[src/verilog/usb_rx_settings.svh]
`ifndef USB_RX_SETTINGS_SVH
`define USB_RX_SETTINGS_SVH

// CRC5 over token and SOF fields, polynomial x^5 + x^2 + 1
`define USB_CRC5_SEED 5'h1F

// Register value left after a good packet has been run through together with its CRC field
`define USB_CRC5_RESIDUE 5'h0C

// CRC16 over data payload, polynomial x^16 + x^15 + x^2 + 1
`define USB_CRC16_SEED 16'hFFFF
`define USB_CRC16_RESIDUE 16'h800D

// Width of each saturating packet counter
`define USB_STAT_CNT_W 16

// Status register bus
`define USB_WB_ADDR_W 4
`define USB_WB_DATA_W 32

`endif
[src/verilog/usb_wb_pkg.sv]
`default_nettype none

`include "usb_rx_settings.svh"

package usb_wb_pkg;

  // Wishbone classic master to slave
  typedef struct packed {
    logic                      cyc;
    logic                      stb;
    logic                      we;
    logic [`USB_WB_ADDR_W-1:0] adr;
    logic [`USB_WB_DATA_W-1:0] dat;
  } wb_req_s;

  typedef struct packed {
    logic                      ack;
    logic [`USB_WB_DATA_W-1:0] dat;
  } wb_rsp_s;

  // Status register map, word addresses
  typedef enum logic [`USB_WB_ADDR_W-1:0] {
    STAT_CTRL       = 0,
    STAT_SOF_CNT    = 1,
    STAT_TOK_CNT    = 2,
    STAT_DATA_CNT   = 3,
    STAT_ERR_CNT    = 4,
    STAT_LAST_TOKEN = 5,
    STAT_FRAME_NUM  = 6
  } stat_addr_e;

endpackage

`default_nettype wire

[src/verilog/usb_pid_pkg.sv]
`default_nettype none

package usb_pid_pkg;

  // Low nibble of the PID byte, the high nibble carries its complement
  typedef enum logic [3:0] {
    PID_OUT   = 4'b0001,
    PID_IN    = 4'b1001,
    PID_SOF   = 4'b0101,
    PID_SETUP = 4'b1101,
    PID_DATA0 = 4'b0011,
    PID_DATA1 = 4'b1011,
    PID_DATA2 = 4'b0111,
    PID_MDATA = 4'b1111,
    PID_ACK   = 4'b0010,
    PID_NAK   = 4'b1010,
    PID_STALL = 4'b1110,
    PID_NYET  = 4'b0110
  } pid_e;

  // PID bits 1:0 select the packet kind
  typedef enum logic [1:0] {
    KIND_SPECIAL = 2'b00,
    KIND_TOKEN   = 2'b01,
    KIND_HSK     = 2'b10,
    KIND_DATA    = 2'b11
  } pkt_kind_e;

  typedef enum logic [6:0] {
    ST_IDLE      = 7'h01,
    ST_SOF       = 7'h02,
    ST_SOF_CRC   = 7'h04,
    ST_TOKEN     = 7'h08,
    ST_TOKEN_CRC = 7'h10,
    ST_DATA      = 7'h20,
    ST_DATA_CRC  = 7'h40
  } rx_state_e;

  // Token type is PID bits 3:2 (OUT, IN, SETUP)
  typedef struct packed {
    logic [1:0] ttype;
    logic [6:0] addr;
    logic [3:0] endp;
  } token_s;

  typedef struct packed {
    logic [7:0] data;
    logic       last;
    logic [1:0] dtype;
  } payload_s;

endpackage

`default_nettype wire

[src/verilog/usb_rx_top.sv]
`timescale 1ns/1ps
`default_nettype none

module usb_rx_top (
  input  wire                   clock,
  input  wire                   reset,
  input  wire                   rx_valid_i,
  input  wire                   rx_last_i,
  input  wire  [7:0]            rx_data_i,
  output logic                  rx_ready_o,
  output logic                  data_valid_o,
  output usb_pid_pkg::payload_s data_o,
  output logic                  sof_o,
  output logic [10:0]           frame_o,
  output usb_pid_pkg::token_s   token_o,
  output logic                  token_valid_o,
  output logic                  hsk_o,
  output logic [1:0]            hsk_type_o,
  output logic                  crc_err_o,
  input  wire  usb_wb_pkg::wb_req_s wb_i,
  output usb_wb_pkg::wb_rsp_s   wb_o
);

  logic [10:0] tok_bits;
  logic [4:0]  tok_crc;
  logic        crc5_match;
  logic        crc_clear;
  logic [7:0]  crc_byte;
  logic        crc_en;
  logic        crc16_ok;
  logic        data_done;

  // No back-pressure toward the PHY
  assign rx_ready_o = 1'b1;

  usb_rx_packet_fsm u_fsm (
    .clock         (clock),
    .reset         (reset),
    .rx_valid_i    (rx_valid_i),
    .rx_last_i     (rx_last_i),
    .rx_data_i     (rx_data_i),
    .crc5_match_i  (crc5_match),
    .crc16_ok_i    (crc16_ok),
    .tok_bits_o    (tok_bits),
    .tok_crc_o     (tok_crc),
    .crc_clear_o   (crc_clear),
    .crc_byte_o    (crc_byte),
    .crc_en_o      (crc_en),
    .sof_o         (sof_o),
    .frame_o       (frame_o),
    .token_o       (token_o),
    .token_valid_o (token_valid_o),
    .hsk_o         (hsk_o),
    .hsk_type_o    (hsk_type_o),
    .data_valid_o  (data_valid_o),
    .data_o        (data_o),
    .data_done_o   (data_done),
    .crc_err_o     (crc_err_o)
  );

  usb_crc5_check u_crc5 (
    .tok_bits_i (tok_bits),
    .tok_crc_i  (tok_crc),
    .match_o    (crc5_match)
  );

  usb_crc16_accum u_crc16 (
    .clock   (clock),
    .reset   (reset),
    .clear_i (crc_clear),
    .byte_i  (crc_byte),
    .en_i    (crc_en),
    .ok_o    (crc16_ok)
  );

  usb_rx_stat_regs u_stat (
    .clock        (clock),
    .reset        (reset),
    .sof_i        (sof_o),
    .frame_i      (frame_o),
    .token_i      (token_valid_o),
    .token_type_i (token_o),
    .data_done_i  (data_done),
    .crc_err_i    (crc_err_o),
    .wb_i         (wb_i),
    .wb_o         (wb_o)
  );

endmodule

`default_nettype wire

[src/verilog/usb_rx_stat_regs.sv]
`timescale 1ns/1ps
`default_nettype none

`include "usb_rx_settings.svh"

module usb_rx_stat_regs (
  input  wire                 clock,
  input  wire                 reset,
  input  wire                 sof_i,
  input  wire  [10:0]         frame_i,
  input  wire                 token_i,
  input  wire  usb_pid_pkg::token_s token_type_i,
  input  wire                 data_done_i,
  input  wire                 crc_err_i,
  input  wire  usb_wb_pkg::wb_req_s wb_i,
  output usb_wb_pkg::wb_rsp_s wb_o
);

  localparam int CNT_W = `USB_STAT_CNT_W;
  localparam int TOK_W = $bits(usb_pid_pkg::token_s);

  usb_wb_pkg::stat_addr_e addr_w;
  usb_pid_pkg::token_s    last_token_q;

  logic [CNT_W-1:0]          sof_cnt_q;
  logic [CNT_W-1:0]          tok_cnt_q;
  logic [CNT_W-1:0]          data_cnt_q;
  logic [CNT_W-1:0]          err_cnt_q;
  logic [10:0]               frame_q;
  logic                      err_d_q;
  logic                      ack_q;
  logic                      req_w;
  logic                      clear_w;
  logic [`USB_WB_DATA_W-1:0] rdata_w;
  logic [`USB_WB_DATA_W-1:0] rdata_q;

  // Counters stop at all ones
  function automatic logic [CNT_W-1:0] cnt_next(input logic [CNT_W-1:0] cnt, input logic inc);
    if (inc && cnt != '1) begin
      cnt_next = cnt + 1'b1;
    end else begin
      cnt_next = cnt;
    end
  endfunction

  assign addr_w  = usb_wb_pkg::stat_addr_e'(wb_i.adr);
  assign req_w   = wb_i.cyc && wb_i.stb && !ack_q;
  assign clear_w = req_w && wb_i.we && (addr_w == usb_wb_pkg::STAT_CTRL) && wb_i.dat[0];

  always_ff @(posedge clock) begin
    if (reset || clear_w) begin
      sof_cnt_q  <= '0;
      tok_cnt_q  <= '0;
      data_cnt_q <= '0;
      err_cnt_q  <= '0;
    end else begin
      sof_cnt_q  <= cnt_next(sof_cnt_q, sof_i);
      tok_cnt_q  <= cnt_next(tok_cnt_q, token_i);
      data_cnt_q <= cnt_next(data_cnt_q, data_done_i);
      // Error flag is a level, count only its rising edge
      err_cnt_q  <= cnt_next(err_cnt_q, crc_err_i && !err_d_q);
    end
  end

  always_ff @(posedge clock) begin
    if (reset) begin
      err_d_q <= 1'b0;
      ack_q   <= 1'b0;
    end else begin
      err_d_q <= crc_err_i;
      ack_q   <= wb_i.cyc && wb_i.stb;
    end
  end

  always_ff @(posedge clock) begin
    if (token_i) begin
      last_token_q <= token_type_i;
    end
    if (sof_i) begin
      frame_q <= frame_i;
    end
  end

  always_comb begin
    rdata_w = '0;
    case (addr_w)
      usb_wb_pkg::STAT_SOF_CNT:    rdata_w[CNT_W-1:0] = sof_cnt_q;
      usb_wb_pkg::STAT_TOK_CNT:    rdata_w[CNT_W-1:0] = tok_cnt_q;
      usb_wb_pkg::STAT_DATA_CNT:   rdata_w[CNT_W-1:0] = data_cnt_q;
      usb_wb_pkg::STAT_ERR_CNT:    rdata_w[CNT_W-1:0] = err_cnt_q;
      usb_wb_pkg::STAT_LAST_TOKEN: rdata_w[TOK_W-1:0] = last_token_q;
      usb_wb_pkg::STAT_FRAME_NUM:  rdata_w[10:0] = frame_q;
      default:                     rdata_w = '0;
    endcase
  end

  // Read data is captured with the request and presented with ack
  always_ff @(posedge clock) begin
    if (req_w) begin
      rdata_q <= rdata_w;
    end
  end

  assign wb_o.ack = ack_q;
  assign wb_o.dat = rdata_q;

endmodule

`default_nettype wire

[src/verilog/usb_crc16_accum.sv]
`timescale 1ns/1ps
`default_nettype none

`include "usb_rx_settings.svh"

module usb_crc16_accum (
  input  wire        clock,
  input  wire        reset,
  input  wire        clear_i,
  input  wire  [7:0] byte_i,
  input  wire        en_i,
  output logic       ok_o
);

  localparam logic [15:0] CRC16_POLY = 16'h8005;

  logic [15:0] crc_q;
  logic [15:0] crc_next_w;

  // One byte per step, least significant bit first as on the bus
  always_comb begin
    crc_next_w = crc_q;
    for (int i = 0; i < 8; i++) begin
      if (crc_next_w[15] ^ byte_i[i]) begin
        crc_next_w = {crc_next_w[14:0], 1'b0} ^ CRC16_POLY;
      end else begin
        crc_next_w = {crc_next_w[14:0], 1'b0};
      end
    end
  end

  always_ff @(posedge clock) begin
    if (reset || clear_i) begin
      crc_q <= `USB_CRC16_SEED;
    end else if (en_i) begin
      crc_q <= crc_next_w;
    end
  end

  // Residue check includes the byte currently on byte_i
  assign ok_o = (crc_next_w == `USB_CRC16_RESIDUE);

endmodule

`default_nettype wire

[src/verilog/usb_crc5_check.sv]
`timescale 1ns/1ps
`default_nettype none

`include "usb_rx_settings.svh"

module usb_crc5_check (
  input  wire  [10:0] tok_bits_i,
  input  wire  [4:0]  tok_crc_i,
  output logic        match_o
);

  localparam logic [4:0] CRC5_POLY = 5'h05;

  logic [15:0] stream_w;
  logic [4:0]  crc_w;

  // Bit 0 goes on the wire first, the CRC field follows the 11 data bits
  assign stream_w = {tok_crc_i, tok_bits_i};

  // Running through the received field equals comparing it with the
  // complemented, bit-reversed CRC of the data bits
  always_comb begin
    crc_w = `USB_CRC5_SEED;
    for (int i = 0; i < 16; i++) begin
      if (crc_w[4] ^ stream_w[i]) begin
        crc_w = {crc_w[3:0], 1'b0} ^ CRC5_POLY;
      end else begin
        crc_w = {crc_w[3:0], 1'b0};
      end
    end
  end

  assign match_o = (crc_w == `USB_CRC5_RESIDUE);

endmodule

`default_nettype wire

[src/verilog/usb_rx_packet_fsm.sv]
`timescale 1ns/1ps
`default_nettype none

module usb_rx_packet_fsm (
  input  wire                   clock,
  input  wire                   reset,
  input  wire                   rx_valid_i,
  input  wire                   rx_last_i,
  input  wire  [7:0]            rx_data_i,
  input  wire                   crc5_match_i,
  input  wire                   crc16_ok_i,
  output logic [10:0]           tok_bits_o,
  output logic [4:0]            tok_crc_o,
  output logic                  crc_clear_o,
  output logic [7:0]            crc_byte_o,
  output logic                  crc_en_o,
  output logic                  sof_o,
  output logic [10:0]           frame_o,
  output usb_pid_pkg::token_s   token_o,
  output logic                  token_valid_o,
  output logic                  hsk_o,
  output logic [1:0]            hsk_type_o,
  output logic                  data_valid_o,
  output usb_pid_pkg::payload_s data_o,
  output logic                  data_done_o,
  output logic                  crc_err_o
);

  usb_pid_pkg::rx_state_e state_q;
  usb_pid_pkg::pkt_kind_e kind_w;
  usb_pid_pkg::payload_s  data_q;

  logic [3:0]  pid_w;
  logic        pid_start_w;
  logic [1:0]  trn_type_q;
  logic [7:0]  buf0_q;
  logic [7:0]  buf1_q;
  logic        vld0_q;
  logic        vld1_q;
  logic [10:0] bits_q;
  logic [4:0]  crc5_q;
  logic        crc_en_q;
  logic        sof_q;
  logic        tok_q;
  logic        hsk_q;
  logic        done_q;
  logic        err_q;
  logic        dvalid_q;

  // PID is accepted only when the high nibble is the complement of the low one
  assign pid_w       = rx_data_i[3:0];
  assign kind_w      = usb_pid_pkg::pkt_kind_e'(pid_w[1:0]);
  assign pid_start_w = rx_valid_i && (pid_w == ~rx_data_i[7:4])
                       && (state_q == usb_pid_pkg::ST_IDLE);

  always_ff @(posedge clock) begin
    if (reset) begin
      state_q <= usb_pid_pkg::ST_IDLE;
    end else begin
      case (state_q)
        usb_pid_pkg::ST_IDLE: begin
          if (pid_start_w) begin
            if (usb_pid_pkg::pid_e'(pid_w) == usb_pid_pkg::PID_SOF) begin
              state_q <= usb_pid_pkg::ST_SOF;
            end else if (kind_w == usb_pid_pkg::KIND_TOKEN) begin
              state_q <= usb_pid_pkg::ST_TOKEN;
            end else if (kind_w == usb_pid_pkg::KIND_DATA) begin
              state_q <= usb_pid_pkg::ST_DATA;
            end
          end
        end
        usb_pid_pkg::ST_SOF: begin
          if (rx_valid_i && rx_last_i) begin
            state_q <= usb_pid_pkg::ST_SOF_CRC;
          end
        end
        usb_pid_pkg::ST_TOKEN: begin
          if (rx_valid_i && rx_last_i) begin
            state_q <= usb_pid_pkg::ST_TOKEN_CRC;
          end
        end
        usb_pid_pkg::ST_DATA: begin
          if (rx_valid_i && rx_last_i) begin
            state_q <= usb_pid_pkg::ST_DATA_CRC;
          end
        end
        default: state_q <= usb_pid_pkg::ST_IDLE;
      endcase
    end
  end

  // Valid tags count the first two bytes after the PID
  always_ff @(posedge clock) begin
    if (reset || state_q == usb_pid_pkg::ST_IDLE) begin
      vld0_q <= 1'b0;
      vld1_q <= 1'b0;
    end else if (rx_valid_i) begin
      vld0_q <= 1'b1;
      vld1_q <= vld0_q;
    end
  end

  // Two-byte delay line, so the CRC bytes never leave it
  always_ff @(posedge clock) begin
    if (rx_valid_i) begin
      buf0_q <= rx_data_i;
      buf1_q <= buf0_q;
    end
  end

  always_ff @(posedge clock) begin
    if (pid_start_w) begin
      trn_type_q <= pid_w[3:2];
    end
    if (rx_valid_i) begin
      data_q.data  <= buf1_q;
      data_q.last  <= rx_last_i;
      data_q.dtype <= trn_type_q;
    end
  end

  // Token and SOF fields, second byte carries bits 10:8 and the CRC5
  always_ff @(posedge clock) begin
    if (rx_valid_i && (state_q == usb_pid_pkg::ST_SOF || state_q == usb_pid_pkg::ST_TOKEN)) begin
      if (!vld0_q) begin
        bits_q[7:0] <= rx_data_i;
      end else if (!vld1_q) begin
        bits_q[10:8] <= rx_data_i[2:0];
        crc5_q       <= rx_data_i[7:3];
      end
    end
  end

  always_ff @(posedge clock) begin
    if (reset) begin
      crc_en_q <= 1'b0;
      dvalid_q <= 1'b0;
      sof_q    <= 1'b0;
      tok_q    <= 1'b0;
      hsk_q    <= 1'b0;
      done_q   <= 1'b0;
      err_q    <= 1'b0;
    end else begin
      crc_en_q <= rx_valid_i && (state_q == usb_pid_pkg::ST_DATA);
      dvalid_q <= rx_valid_i && vld1_q && (state_q == usb_pid_pkg::ST_DATA);
      sof_q    <= (state_q == usb_pid_pkg::ST_SOF_CRC) && crc5_match_i;
      tok_q    <= (state_q == usb_pid_pkg::ST_TOKEN_CRC) && crc5_match_i;
      hsk_q    <= pid_start_w && (kind_w == usb_pid_pkg::KIND_HSK);
      done_q   <= (state_q == usb_pid_pkg::ST_DATA_CRC) && crc16_ok_i;
      // Error level holds until the next packet check
      if (state_q == usb_pid_pkg::ST_SOF_CRC || state_q == usb_pid_pkg::ST_TOKEN_CRC) begin
        err_q <= !crc5_match_i;
      end else if (state_q == usb_pid_pkg::ST_DATA_CRC) begin
        err_q <= !crc16_ok_i;
      end
    end
  end

  // CRC16 sees each data byte one cycle late, so the final check lands in DATA_CRC
  assign crc_clear_o = (state_q == usb_pid_pkg::ST_IDLE);
  assign crc_byte_o  = buf0_q;
  assign crc_en_o    = crc_en_q;

  assign tok_bits_o    = bits_q;
  assign tok_crc_o     = crc5_q;
  assign sof_o         = sof_q;
  assign frame_o       = bits_q;
  assign token_o.ttype = trn_type_q;
  assign token_o.addr  = bits_q[6:0];
  assign token_o.endp  = bits_q[10:7];
  assign token_valid_o = tok_q;
  assign hsk_o         = hsk_q;
  assign hsk_type_o    = trn_type_q;
  assign data_valid_o  = dvalid_q;
  assign data_o        = data_q;
  assign data_done_o   = done_q;
  assign crc_err_o     = err_q;

endmodule

`default_nettype wire

[config.mk]
export PLATFORM = sky130hd
export DESIGN_NAME = usb_rx_top
export DESIGN_NICKNAME = d
export VERILOG_FILES = /design/src/verilog/usb_wb_pkg.sv /design/src/verilog/usb_pid_pkg.sv /design/src/verilog/usb_rx_top.sv /design/src/verilog/usb_rx_stat_regs.sv /design/src/verilog/usb_crc16_accum.sv /design/src/verilog/usb_crc5_check.sv /design/src/verilog/usb_rx_packet_fsm.sv
export VERILOG_INCLUDE_DIRS = /design/src /design/src/verilog
export SDC_FILE = /design/constraint.sdc
export NUM_CORES = 1
export LEC_CHECK = 0
export BUFFER_PORTS_ARGS = -buffer_cell sky130_fd_sc_hd__buf_2
export CORE_MARGIN = 2
export CORE_UTILIZATION = 35
export CTS_CLUSTER_DIAMETER = 150
export DETAILED_ROUTE_END_ITERATION = 8
export HOLD_SLACK_MARGIN = 0.12
export PLACE_DENSITY_LB_ADDON = 0.3
export SLEW_MARGIN = 40
export SYNTH_ARGS = -nofsm -noshare
export SYNTH_HDL_FRONTEND = slang
export SYNTH_SLANG_ARGS = --single-unit
export TNS_END_PERCENT = 50
[constraint.sdc]
create_clock -name clock -period 4.4 [get_ports clock]
set_input_delay 1.32 -clock clock [delete_from_list [all_inputs] [get_ports clock]]
set_output_delay 1.32 -clock clock [all_outputs]
set_load 0.01 [all_outputs]
# ---- After elaboration in Yosys (flattened, before gate mapping)
# Cells that the tools add are included.
dict set report op_classes {
  bitwise_logic 49
  add_sub_neg 4
  n_reduce_logical 34
  n_eq_ne 29
  muxes 37
}
# cell count
set ops {}
lappend ops {{$mux 16} 8}
lappend ops {{$pmux 11 s6} 1}
lappend ops {{$add 16x1->16 const B} 4}
lappend ops {{$ne 16x16->1 const B} 4}
lappend ops {{$mux 7} 7}
lappend ops {{$mux 3} 16}
lappend ops {{$not 2->2} 15}
lappend ops {{$pmux 7 s4} 1}
lappend ops {{$not 3->3} 8}
lappend ops {{$logic_and 1x1->1} 21}
lappend ops {{$xor 1x1->1} 21}
lappend ops {{$eq 16x16->1 const B} 1}
lappend ops {{$eq 4x3->1 const B} 4}
lappend ops {{$pmux 3 s4} 1}
lappend ops {{$pmux 2 s5} 1}
lappend ops {{$eq 4x2->1 const B} 2}
lappend ops {{$eq 7x1->1 const B} 1}
lappend ops {{$eq 7x2->1 const B} 1}
lappend ops {{$eq 7x3->1 const B} 1}
lappend ops {{$eq 7x4->1 const B} 1}
lappend ops {{$eq 7x5->1 const B} 1}
lappend ops {{$eq 7x6->1 const B} 1}
lappend ops {{$eq 7x7->1 const B} 1}
lappend ops {{$ne 2x1->1 const B} 3}
lappend ops {{other kinds (18)} 28}
dict set report totals {
  wordCells 184
  ff_bits 183
  inputBits 51
  output_inout_bits 76
}

# ---- Depth between registers and ports, before layout
# Gate-level depths: netlist of run 1.
dict set report logic_depth {
  word_depth 34
  ltp_mapped 8
  mapped_depth_nobuf 7
}

# ---- Cells and area by module
# Synthesis of run 1 repeated with hierarchy kept, for this count alone.
dict set report unflattened {
  hier_cells 789
  area_unflattened_um2 8403.1
}
# mod cells_each seq_area_each_um2 area_per_inst_um2 instances
set modules_own_cells {}
lappend modules_own_cells {usb_rx_stat_regs 509 2522.4 4954.8 1}
lappend modules_own_cells {usb_rx_packet_fsm 163 1671.6 2361.0 1}
lappend modules_own_cells {usb_crc16_accum 91 320.3 845.8 1}
lappend modules_own_cells {usb_crc5_check 24 0.0 230.2 1}
lappend modules_own_cells {usb_rx_top 2 0.0 11.3 1}

# ---- Worst setup path before layout of run 1
# OpenSTA, ideal clock, no wires.
dict set report synth_path {
  path_type {input-to-reg}
  from {input wb_i[38] in the netlist's numbering}
  to {register u_stat.data_cnt_q[10]}
  required_ns 4.272
  setup_time_ns 0.128
  path_stages 6
  path_buffers 2
  t_arrival_ns 2.983
  path_slack_ns 1.289
  cell_sequence {nand2_1 -> nor2_1 -> a41o_1 -> clkbuf_1 -> buf_1 -> nor2_1}
}
dict set report synth_via {
  elab_chain_cells 6
}
# item line
set synth_lines {}
lappend synth_lines {{start, declared} usb_rx_top.sv:20} ;# input wire usb_wb_pkg::wb_req_s wb_i,
lappend synth_lines {{$logic_and 1x1->1 (2 in series)} usb_rx_stat_regs.sv:47} ;# assign req_w = wb_i.cyc && wb_i.stb && !ack_q;
lappend synth_lines {{named net u_stat.req_w} usb_rx_stat_regs.sv:32} ;# logic req_w;
lappend synth_lines {{$logic_and 1x1->1 (3 in series)} usb_rx_stat_regs.sv:48} ;# assign clear_w = req_w && wb_i.we && (addr_w == usb_wb_pkg::STAT_CTRL) && wb_i.dat[0];
lappend synth_lines {{$logic_or 1x1->1} usb_rx_stat_regs.sv:51} ;# if (reset || clear_w) begin
lappend synth_lines {{end signal, assigned} usb_rx_stat_regs.sv:59} ;# data_cnt_q <= cnt_next(data_cnt_q, data_done_i);
lappend synth_lines {{end, declared} usb_rx_stat_regs.sv:27} ;# logic [CNT_W-1:0] data_cnt_q;
# The timed path passes the listed nets, and every way through them passes these cells.
# A chain may end at the register's enable or synchronous reset.

# ---- Worst setup path in the final report of run 1
dict set report layout_path {
  from {input wb_i[38] in the netlist's numbering}
  to {register u_stat.data_cnt_q[12]}
}
# Same word-level chain as after synthesis.

==> results.yml, run 1 <==
yosys:
  syn_avg_cell_area_um2: 10.8
  synth-edff-count: 85
  synth.cell_area_um2: 8190
  synth_seq_cells: 183
  synthFlopType: "dfxtp_1"
  async_flop_share_pct: 0
  synthDistinctLibCells: 53
  ys_seq_area_share_pct: 55.1
  synthCells: 758
  yosys_warnings: 0
timing:
  fin_worst_skew_ns: 0.0125
  maxSlewViolCount: 0
  setup_tns_ns: 0
  fin_crit_sh_pct: 57.6
  rsz0062_at_grt: "false"
  hold_viol: 0
  slew_headroom_pct: 55.3
  worst_pin_slew_ns: 0.667
  setup_violations: 0
  fmax_mhz: 395
  post-route-min-period_ns: 2.53
worst_setup_path:
  start_kind: "input port"
  endpoint_kind: "flip-flop"
  cp_max_fo: 41
  cpPeakStageDelay_ns: 0.56
  arrival_ns: 2.87
  cp_cell_sequence: "buf_2 -> nand2_1 -> nor2_2 -> buf_4 -> a41o_2 -> buf_12 -> and3b_1"
  path_class: "in2reg"
  required_ns: 4.73
  cpMaxStageDelayCell: "a41o_2"
status:
  status: "complete, no violations"
cells_and_area:
  final_common_cell: "dfxtp_1"
  area_growth_pct: 14.7
  layout.cells.most_common_list: "dfxtp_1, nor2_1, edfxtp_1"
  nFillCells: 2187
  layout.nets: 883
  drive_above_1_share_pct: 16.4
  ff_latch_area_um2: 4520
  multi_input_area_um2: 3370
clock_network:
  post_cts_buffers: 0
  clk_path_buf_depth: 2
  cts_sinks: 183
  clkSlewWorstSetupHoldPaths_ns: 0.08
  clk-insertion-delay-late_ns: 0.44
  cts-resized-gates: 0
  cts_buffers: 17
  hold_buffers: 0
  cts_tree: "built"
  cts-root-buf: "clkbuf_16"
  htreeDepth: 4
route:
  drt_iter0_markers: 360
  vias_per_cell: 4.89
  routed_wl_mm: 18.6
  wl_per_cell_um: 16.1
  drtPass1Iterations: 5
  route.detailed.drc: 0
  vias: 5652
  antenna_left: 0
global_routing:
  grt_pass1_wl_mm: 29.3
  grt_pass1_vias: 5361
  grt_max_degree: 42
  grt_overflow_total: 0
  grt_usage_pct: 15.6
  antenna_found_initial: 0
pwr:
  intPower_uw: 2620
  leakage_uw: 0.00329
  power_uw: 3450
  power_switching_uw: 839
  swShare_pct: 24.3
  p_seq_share_pct: 52.4
  irDropWorstVdd_uv: 224
  p_comb_share_pct: 5.3
  power_frac_clock_pct: 42.3
  pwr_density_cell_nw_per_um2: 368
floorplanning:
  die_x_um: 157
  io_pins: 127
  fp.dieArea_um2: 24600
  fp.coreArea_um2: 22800
  dieHeight_um: 157
  start_util_pct: 35.9
  std_cell_rows: 55
placement:
  gp_congestion: 0.851
  port_buffers: 78
  detailed_place_hpwl_mm: 13.3
min_path:
  hold_path_class: "reg2reg"
flow_run:
  maxCapViolations: 0
## sequential cells by signal (all words and copies together) (netlist names), 11 cells and up
signal and flops:
u_stat.err_cnt_q 16, u_stat.tok_cnt_q 16, u_stat.sof_cnt_q 16, u_fsm.frame_o 11, u_fsm.data_o 11, u_stat.last_token_q 13
u_crc16.crc_q 16, u_stat.frame_q 11, u_stat.rdata_q 16, u_stat.data_cnt_q 16
## power by group through the flow
stage,clock network [uW],logic (uW),registers [uW]
final,1460,182,1810
after global routing,1560,199,1810
after CTS,1500,183,1810
after detailed placement,0,182,1850
after global placement,0,180,1850
after floorplan,0,123,1850
## path summary, 6_finish.rpt
kind               startpoint               endpoint  slack, ns  cells after the start
max                  wb_i[38]  u_stat.data_cnt_q[12]       1.87                      7
min           u_fsm.buf1_q[6]        u_fsm.data_o[9]       0.42                      0
max reg2reg  u_fsm.state_q[0]       u_fsm.frame_o[9]       2.11                      3
min reg2reg   u_fsm.buf1_q[6]        u_fsm.data_o[9]       0.42                      0
## metrics by stage
stage                     cells  hold slack [ns]  setup WS, ns  utilization [%]  instance area, um^2
after detailed placement   1122            0.407          1.37             38.7                 8820
after floorplan             773            0.400          1.29                -                 8240
final                      1155            0.423          1.87             41.2                 9400
after global routing       1154            0.434          1.72             41.2                 9390
after CTS                  1154            0.426          1.83             41.2                 9390
after global placement     1122            0.403          1.30             38.7                 8810
## worst max-delay path: cells and delay by family
kind	cells	cell delay, ns
AND/OR/NAND/NOR	3	0.33
buffers and inverters	3	0.62
AO/OA/AOI/OAI	1	0.56
## routing by layer
| metal | track usage (%) | wire (um) | up-vias |
|---|---|---|---|
| li1 | - | - | 2796 |
| met1 | 21.4 | 9060 | 2697 |
| met2 | 24.6 | 8530 | 137 |
| met3 | 3.19 | 755 | 22 |
| met4 | 5.02 | 273 | 0 |
| met5 | 0 | 0 | - |
## Yosys cell counts (all sizes together) (2+ instances only)
cell type / instances / share of area (%)
dfxtp: 98 / 24
nor2: 92 / 4.2
edfxtp: 85 / 31
nand2: 63 / 2.9
xnor2: 63 / 6.8
a22oi: 43 / 3.9
xor2: 38 / 4.1
buf: 35 / 3.1
nand3: 34 / 2.1
nor3: 22 / 1.3
clkbuf: 18 / 0.83
nand4: 18 / 1.4
inv: 17 / 0.78
mux2i: 16 / 2.0
o21ai: 16 / 0.98
nor4: 9 / 0.69
or3: 9 / 0.69
and4: 8 / 0.86
nand2b: 8 / 0.61
and2: 6 / 0.46
nor4b: 5 / 0.72
a21oi: 4 / 0.24
and3: 4 / 0.31
ha: 4 / 0.61
or4: 4 / 0.37
a211oi: 3 / 0.28
and3b: 3 / 0.32
nand4b: 3 / 0.32
nor2b: 3 / 0.23
o21a: 3 / 0.28
xnor3: 3 / 0.83
and4b: 2 / 0.24
conb: 2 / 0.092
nor3b: 2 / 0.18
o31ai: 2 / 0.18
or2: 2 / 0.15
## logic make-up after synthesis
kind of cell / count (synthesis) / share of synthesized area (%)
muxes: 16 / 1.96
buffers and inverters: 70 / 4.72
xor gates and xnor gates: 105 / 12.0
adders and majority gates: 4 / 0.611
AOI/OAI and AO/OA: 80 / 7.26
and+or+nand+nor: 298 / 18.2
other: 2 / 0.0917
DFF: 183 / 55.1
## final cells by class
class / count / area share (%)
inverter: 17 / 0.679
antenna: 1 / 0.0266
tap: 313 / 4.17
multi-input combinational: 520 / 35.9
clock inverter: 15 / 1.46
sequential: 183 / 48.1
timing repair buffer: 89 / 5.17
clock buffer: 17 / 4.53
(Power assumes the default switching activity.)
==> run 2, diff against run 1 <==
==> constraint.sdc (replaced) <==
create_clock -name clock -period 2 [get_ports clock]
set_input_delay 0.6 -clock clock [delete_from_list [all_inputs] [get_ports clock]]
set_output_delay 0.6 -clock clock [all_outputs]
set_load 0.01 [all_outputs]
==> results.yml, run 2 (synthesis gave the netlist of run 1 again) <==
min_path:
  hold_end: "u_fsm.data_o[2]"
  hold-path-cell-count: 1
  hold_path_class: "in2reg"
  min_from: "rx_last_i"
global_routing:
  grt_max_degree: 42
  antenna_found_initial: 0
  grt_overflow_total: 0
  grt_usage_pct: 16.5
  grt_pass1_wl_mm: 31.0
  grt_pass1_vias: 5684
cells_and_area:
  final_cell_area_um2: 10200
  ff_latch_area_um2: 4520
  final_cells: 1230
  antenna_cells: 0
  multi_input_area_um2: 3540
  area_growth_pct: 24.7
  final_common_cell: "dfxtp_1"
  drive_above_1_share_pct: 26.3
  layout.nets: 959
  postLayoutCoreUtil_pct: 44.8
  layout.cells.most_common_list: "dfxtp_1, nor2_1, edfxtp_1"
  nFillCells: 2121
timing:
  fin_worst_skew_ns: 0.0159
  maxSlewViolCount: 0
  fin_ws_ns: -0.0482
  setup_violations: 16
  worst_pin_slew_ns: 0.772
  hold_viol: 0
  fin_crit_sh_pct: 102
  whs_ns: 0.375
  fmax_mhz: 488
  slew_headroom_pct: 48.1
  post-route-min-period_ns: 2.05
  rsz0062_at_grt: "true"
route:
  wl_met3_um: 657
  routed_wl_mm: 19.8
  route.detailed.drc: 0
  vias: 5944
  wl_met1_mm: 9.60
  highest_layer: "met4"
  wl_per_cell_um: 16.1
  dr_wl_met2_mm: 9.16
  vias_per_cell: 4.83
  antenna_left: 0
  drt_iter0_markers: 343
  drtPass1Iterations: 5
clock_network:
  clk_path_buf_depth: 2
  cts_sinks: 183
  hold_buffers: 0
  htreeDepth: 4
  clk-insertion-delay-late_ns: 0.44
  cts_buffers: 17
  cts-root-buf: "clkbuf_16"
  cts_tree: "built"
  clkSlewWorstSetupHoldPaths_ns: 0.07
worst_setup_path:
  endpoint_kind: "flip-flop"
  path_class: "reg2reg"
  start_kind: "flip-flop"
  cp_max_fo: 8
  cpMaxStageDelayCell: "or4_4"
  rrSetupSlack_ns: -0.05
  cpPeakStageDelay_ns: 0.54
  arrival_ns: 2.19
  cpLargestDelayFamily: "simple AND/OR/NAND/NOR gates"
  r2r_end: "u_fsm.frame_o[1]"
  worst_r2r_path_depth: 5
  r2r-start: "u_fsm.state_q[5]"
  required_ns: 2.14
  crit_buf_inv: 2
  cp_cell_sequence: "or4_4 -> or3_4 -> buf_6 -> nor3b_4 -> buf_6"
  crit_top_cell: "buf_6"
floorplanning:
  fp.coreArea_um2: 22800
  dieHeight_um: 157
  die_x_um: 157
  std_cell_rows: 55
  start_util_pct: 35.9
  io_pins: 127
  fp.dieArea_um2: 24600
status:
  violations: "negative setup slack"
  status: "finished, violations left"
pwr:
  pwr_density_cell_nw_per_um2: 775
  leakage_uw: 0.00377
  irDropWorstVdd_uv: 496
placement:
  gp_congestion: 0.854
  detailed_place_hpwl_mm: 14.8
  dp.cells: 1195
  placedInstanceArea_um2: 9390
  port_buffers: 78
flow_run:
  maxCapViolations: 0
run 2: changes by cell type in the layout (fill, tap and decap cells not counted), sizes merged:
cell / change
diode: -1
clkinvlp: -2
bufinv: +2
buf: +76
run 2: layout make-up:
type                       count  area share [%]
sequential                   183            44.2
inverter                      17           0.625
timing repair buffer         165            10.6
clock inverter                15            1.81
multi-input combinational    520            34.7
tap                          313            3.84
clock buffer                  17            4.17
run 2: power breakdown:
group / internal (uW) / switching (uW) / total, uW
Clock: 1900 / 1560 / 3450
Sequential: 3960 / 29.3 / 3990
Combinational: 208 / 262 / 469
Total: 6070 / 1850 / 7910
run 2: metal layers:
metal	vias to the layer above	GRT usage [%]
li1	2939	-
met1	2857	22.6
met2	125	26.4
met3	23	2.67
met4	0	6.38
met5	-	0
run 2: metrics by stage:
step                total power, uW  setup slack, ns  TNS [ns]
detailed placement             4540           -0.124     -1.40
global placement               4530           -0.314     -4.46
floorplan                      4350           -0.105     -1.49
finish                         7910          -0.0482    -0.599
global route                   8180          -0.0946     -1.62
CTS                            7980          0.00332         0
run 2: worst max path at each step:
stage                                 from           endpoint  slack [ns]  cells past startpoint
after floorplan           u_fsm.state_q[0]   u_fsm.frame_o[0]       -0.10                      3
after global placement            wb_i[32]  u_stat.rdata_q[6]       -0.31                      6
after detailed placement          wb_i[32]  u_stat.rdata_q[6]       -0.12                      7
after CTS                 u_fsm.frame_o[7]        u_fsm.sof_o       0.003                      7
after global routing      u_fsm.state_q[5]   u_fsm.frame_o[1]       -0.09                      5
final                     u_fsm.state_q[5]   u_fsm.frame_o[1]       -0.05                      5
run 2: timing repair:
item                                    4_1_cts  5_1_grt
setup buffers                                 2        2
endpoints found under the setup margin       24       33
hold endpoints to repair                      0        0
pin swaps                                     5        9
gates resized for setup                      14       23
==> run 3, diff against run 2 <==
--- a/config.mk
+++ b/config.mk
@@ -9,12 +9,13 @@
 export BUFFER_PORTS_ARGS = -buffer_cell sky130_fd_sc_hd__buf_2
 export CORE_MARGIN = 2
 export CORE_UTILIZATION = 35
-export CTS_CLUSTER_DIAMETER = 150
+export CTS_CLUSTER_DIAMETER = 60
 export DETAILED_ROUTE_END_ITERATION = 8
 export HOLD_SLACK_MARGIN = 0.12
 export PLACE_DENSITY_LB_ADDON = 0.3
 export SLEW_MARGIN = 40
 export SYNTH_ARGS = -nofsm -noshare
 export SYNTH_HDL_FRONTEND = slang
+export SYNTH_HIERARCHICAL = 1
 export SYNTH_SLANG_ARGS = --single-unit
 export TNS_END_PERCENT = 50
==> results.yml, run 3 <==
status:
  status: "finished, violations left"
  violations: "negative setup slack"
cells_and_area:
  final_cell_area_um2: 10300
  multi_input_area_um2: 3580
  antenna_cells: 0
  area_growth_pct: 22.4
  layout.cells.most_common_list: "dfxtp_1, buf_4, edfxtp_1"
  final_common_cell: "dfxtp_1"
  nFillCells: 2269
  layout.nets: 982
  ff_latch_area_um2: 4510
  drive_above_1_share_pct: 26.0
worst_setup_path:
  start_kind: "flip-flop"
  endpoint_kind: "flip-flop"
  cp_max_fo: 3
  required_ns: 2.31
  rrSetupSlack_ns: -0.21
  path_class: "reg2reg"
  arrival_ns: 2.53
yosys:
  synth.most_common_cell: "dfxtp_1"
  synthTopCellsByCount: "dfxtp_1, edfxtp_1, nor2_1"
  synthCells: 789
  synth_seq_cells: 183
  synth_top_area_cell: "edfxtp_1"
  synthDistinctLibCells: 65
  synth_top_area_share_pct: 30.4
  synth-edff-count: 85
  yosys_warnings: 6
  synth_area_leaders: "edfxtp_1, dfxtp_1, xnor2_1"
  syn_avg_cell_area_um2: 10.7
  synthFlopType: "dfxtp_1"
  async_flop_share_pct: 0
  ys_seq_area_share_pct: 53.7
  synth.cell_area_um2: 8400
pwr:
  power_uw: 7750
  irDropWorstVdd_uv: 526
  leakage_uw: 0.00376
  pwr_density_cell_nw_per_um2: 753
placement:
  gp_congestion: 0.856
  detailed_place_hpwl_mm: 14.9
  place_worst_setup_slack_ns: -0.291
  placedInstanceArea_um2: 9560
  port_buffers: 78
timing:
  fin_ws_ns: -0.213
  slew_headroom_pct: 51.3
  fin_crit_sh_pct: 111
  worst_pin_slew_ns: 0.727
  maxSlewViolCount: 0
  rsz0062_at_grt: "true"
  hold_viol: 0
  setup_violations: 3
  fin_worst_skew_ns: 0.00910
  fmax_mhz: 452
  post-route-min-period_ns: 2.21
floorplanning:
  fp.dieArea_um2: 25300
  start_util_pct: 35.7
  io_pins: 127
  std_cell_rows: 56
  die_x_um: 159
  fp.coreArea_um2: 23500
  dieHeight_um: 159
global_routing:
  grt_usage_pct: 16.4
  grt_pass1_wl_mm: 32.5
  grt_max_degree: 58
  grt_overflow_total: 0
  antenna_found_initial: 0
  grt_pass1_vias: 5951
flow_run:
  maxCapViolations: 0
clock_network:
  cts_tree: "built"
  clkSlewWorstSetupHoldPaths_ns: 0.07
  cts-root-buf: "clkbuf_16"
  cts_buffers: 17
  cts_sinks: 183
  clk_path_buf_depth: 2
  htreeDepth: 4
  clk-insertion-delay-late_ns: 0.43
route:
  drtPass1Iterations: 6
  wl_per_cell_um: 16.2
  antenna_left: 0
  routed_wl_mm: 20.3
  route.detailed.drc: 0
  drt_iter0_markers: 407
  vias_per_cell: 4.95
  vias: 6238
min_path:
  hold_path_class: "in2reg"
## run 3: cell count changes after synthesis, moves of 4 or more
cell,before,now
nor2b_1,3,8
nor3_1,22,34
or3_1,9,5
a211oi_1,3,8
xnor2_1,62,52
buf_2,0,4
a21oi_1,4,21
nor2_1,92,77
buf_4,31,44
xor2_1,38,19
a31oi_1,1,6
a2111oi_0,0,5
o21ai_0,14,18
## run 3: worst paths after layout
| check | cells after the start | end | from |
|---|---|---|---|
| worst max register to register | 10 | u_fsm/crc_err_o | u_fsm/frame_o[0] |
| worst min-delay path | 1 | u_fsm/data_o[2] | rx_last_i |
| worst max-delay path | 10 | u_fsm/crc_err_o | u_fsm/frame_o[0] |
| worst min register to register | 0 | u_fsm/data_o[3] | u_fsm/buf1_q[0] |
## run 3: metrics by stage
step           instances  hold WS [ns]  util, %  TNS, ns
2_1_floorplan        804         0.400        -   -0.673
4_1_cts             1255         0.387     43.3   -0.440
5_1_grt             1259         0.391     43.7   -0.834
3_5_place_dp        1222         0.406     40.6   -0.923
6_report            1259         0.405     43.7   -0.426
3_3_place_gp        1222         0.402     40.6    -3.14
## run 3: cell type report
cell class                      count  share of cell area, %
Inverter                           15                  0.547
Tap cell                          319                   3.88
Sequential cell                   183                   43.9
Clock inverter                     11                   1.07
Multi-Input combinational cell    536                   34.8
Clock buffer                       21                   4.58
Timing Repair Buffer              174                   11.2
## run 3: critical path: stages, from the launching register on
cell and delay [ns]:
edfxtp_1 0.43, buf_6 0.16, xnor2_4 0.13, xnor2_2 0.15, xnor2_1 0.14, or3_1 0.36
a211oi_2 0.24, nor3b_1 0.08, a21oi_1 0.12, o22ai_1 0.09, a32o_1 0.21
## run 3: power by group
group | leakage [uW] | internal, uW | switching (uW)
logic | 0.00189 | 207 | 240
clock network | 0.000282 | 1850 | 1470
registers | 0.00159 | 3960 | 23.5
total | 0.00376 | 6010 | 1730
## run 3: logic make-up (layout without fill, tap and decap cells)
| family | count (synthesis) | count (layout) | synth area share, % |
|---|---|---|---|
| AND/OR/NAND/NOR | 296 | 296 | 17.9 |
| flip-flops | 183 | 183 | 53.7 |
| AO/OA/AOI/OAI | 125 | 125 | 10.6 |
| buffers and inverters | 85 | 221 | 5.84 |
| XOR/XNOR | 80 | 80 | 9.54 |
| multiplexers | 14 | 14 | 1.67 |
| adder cells (fa/ha/maj) | 4 | 4 | 0.596 |
| other | 2 | 17 | 0.0894 |
## run 3: layer usage
metal / global-route usage [%] / part of all wire, % / vias up
li1: - / - / 3103
met1: 22.1 / 47 / 2954
met2: 26.3 / 47 / 160
met3: 3.70 / 4.5 / 21
met4: 5.33 / 1.9 / 0
met5: 0 / 0 / -
## run 3: repair_timing
action                     in CTS  in global routing
hold buffers                    0                  0
gates resized for setup         7                 13
pin swaps                       3                  5
setup buffers                   1                  4
setup endpoints to repair       5                  6
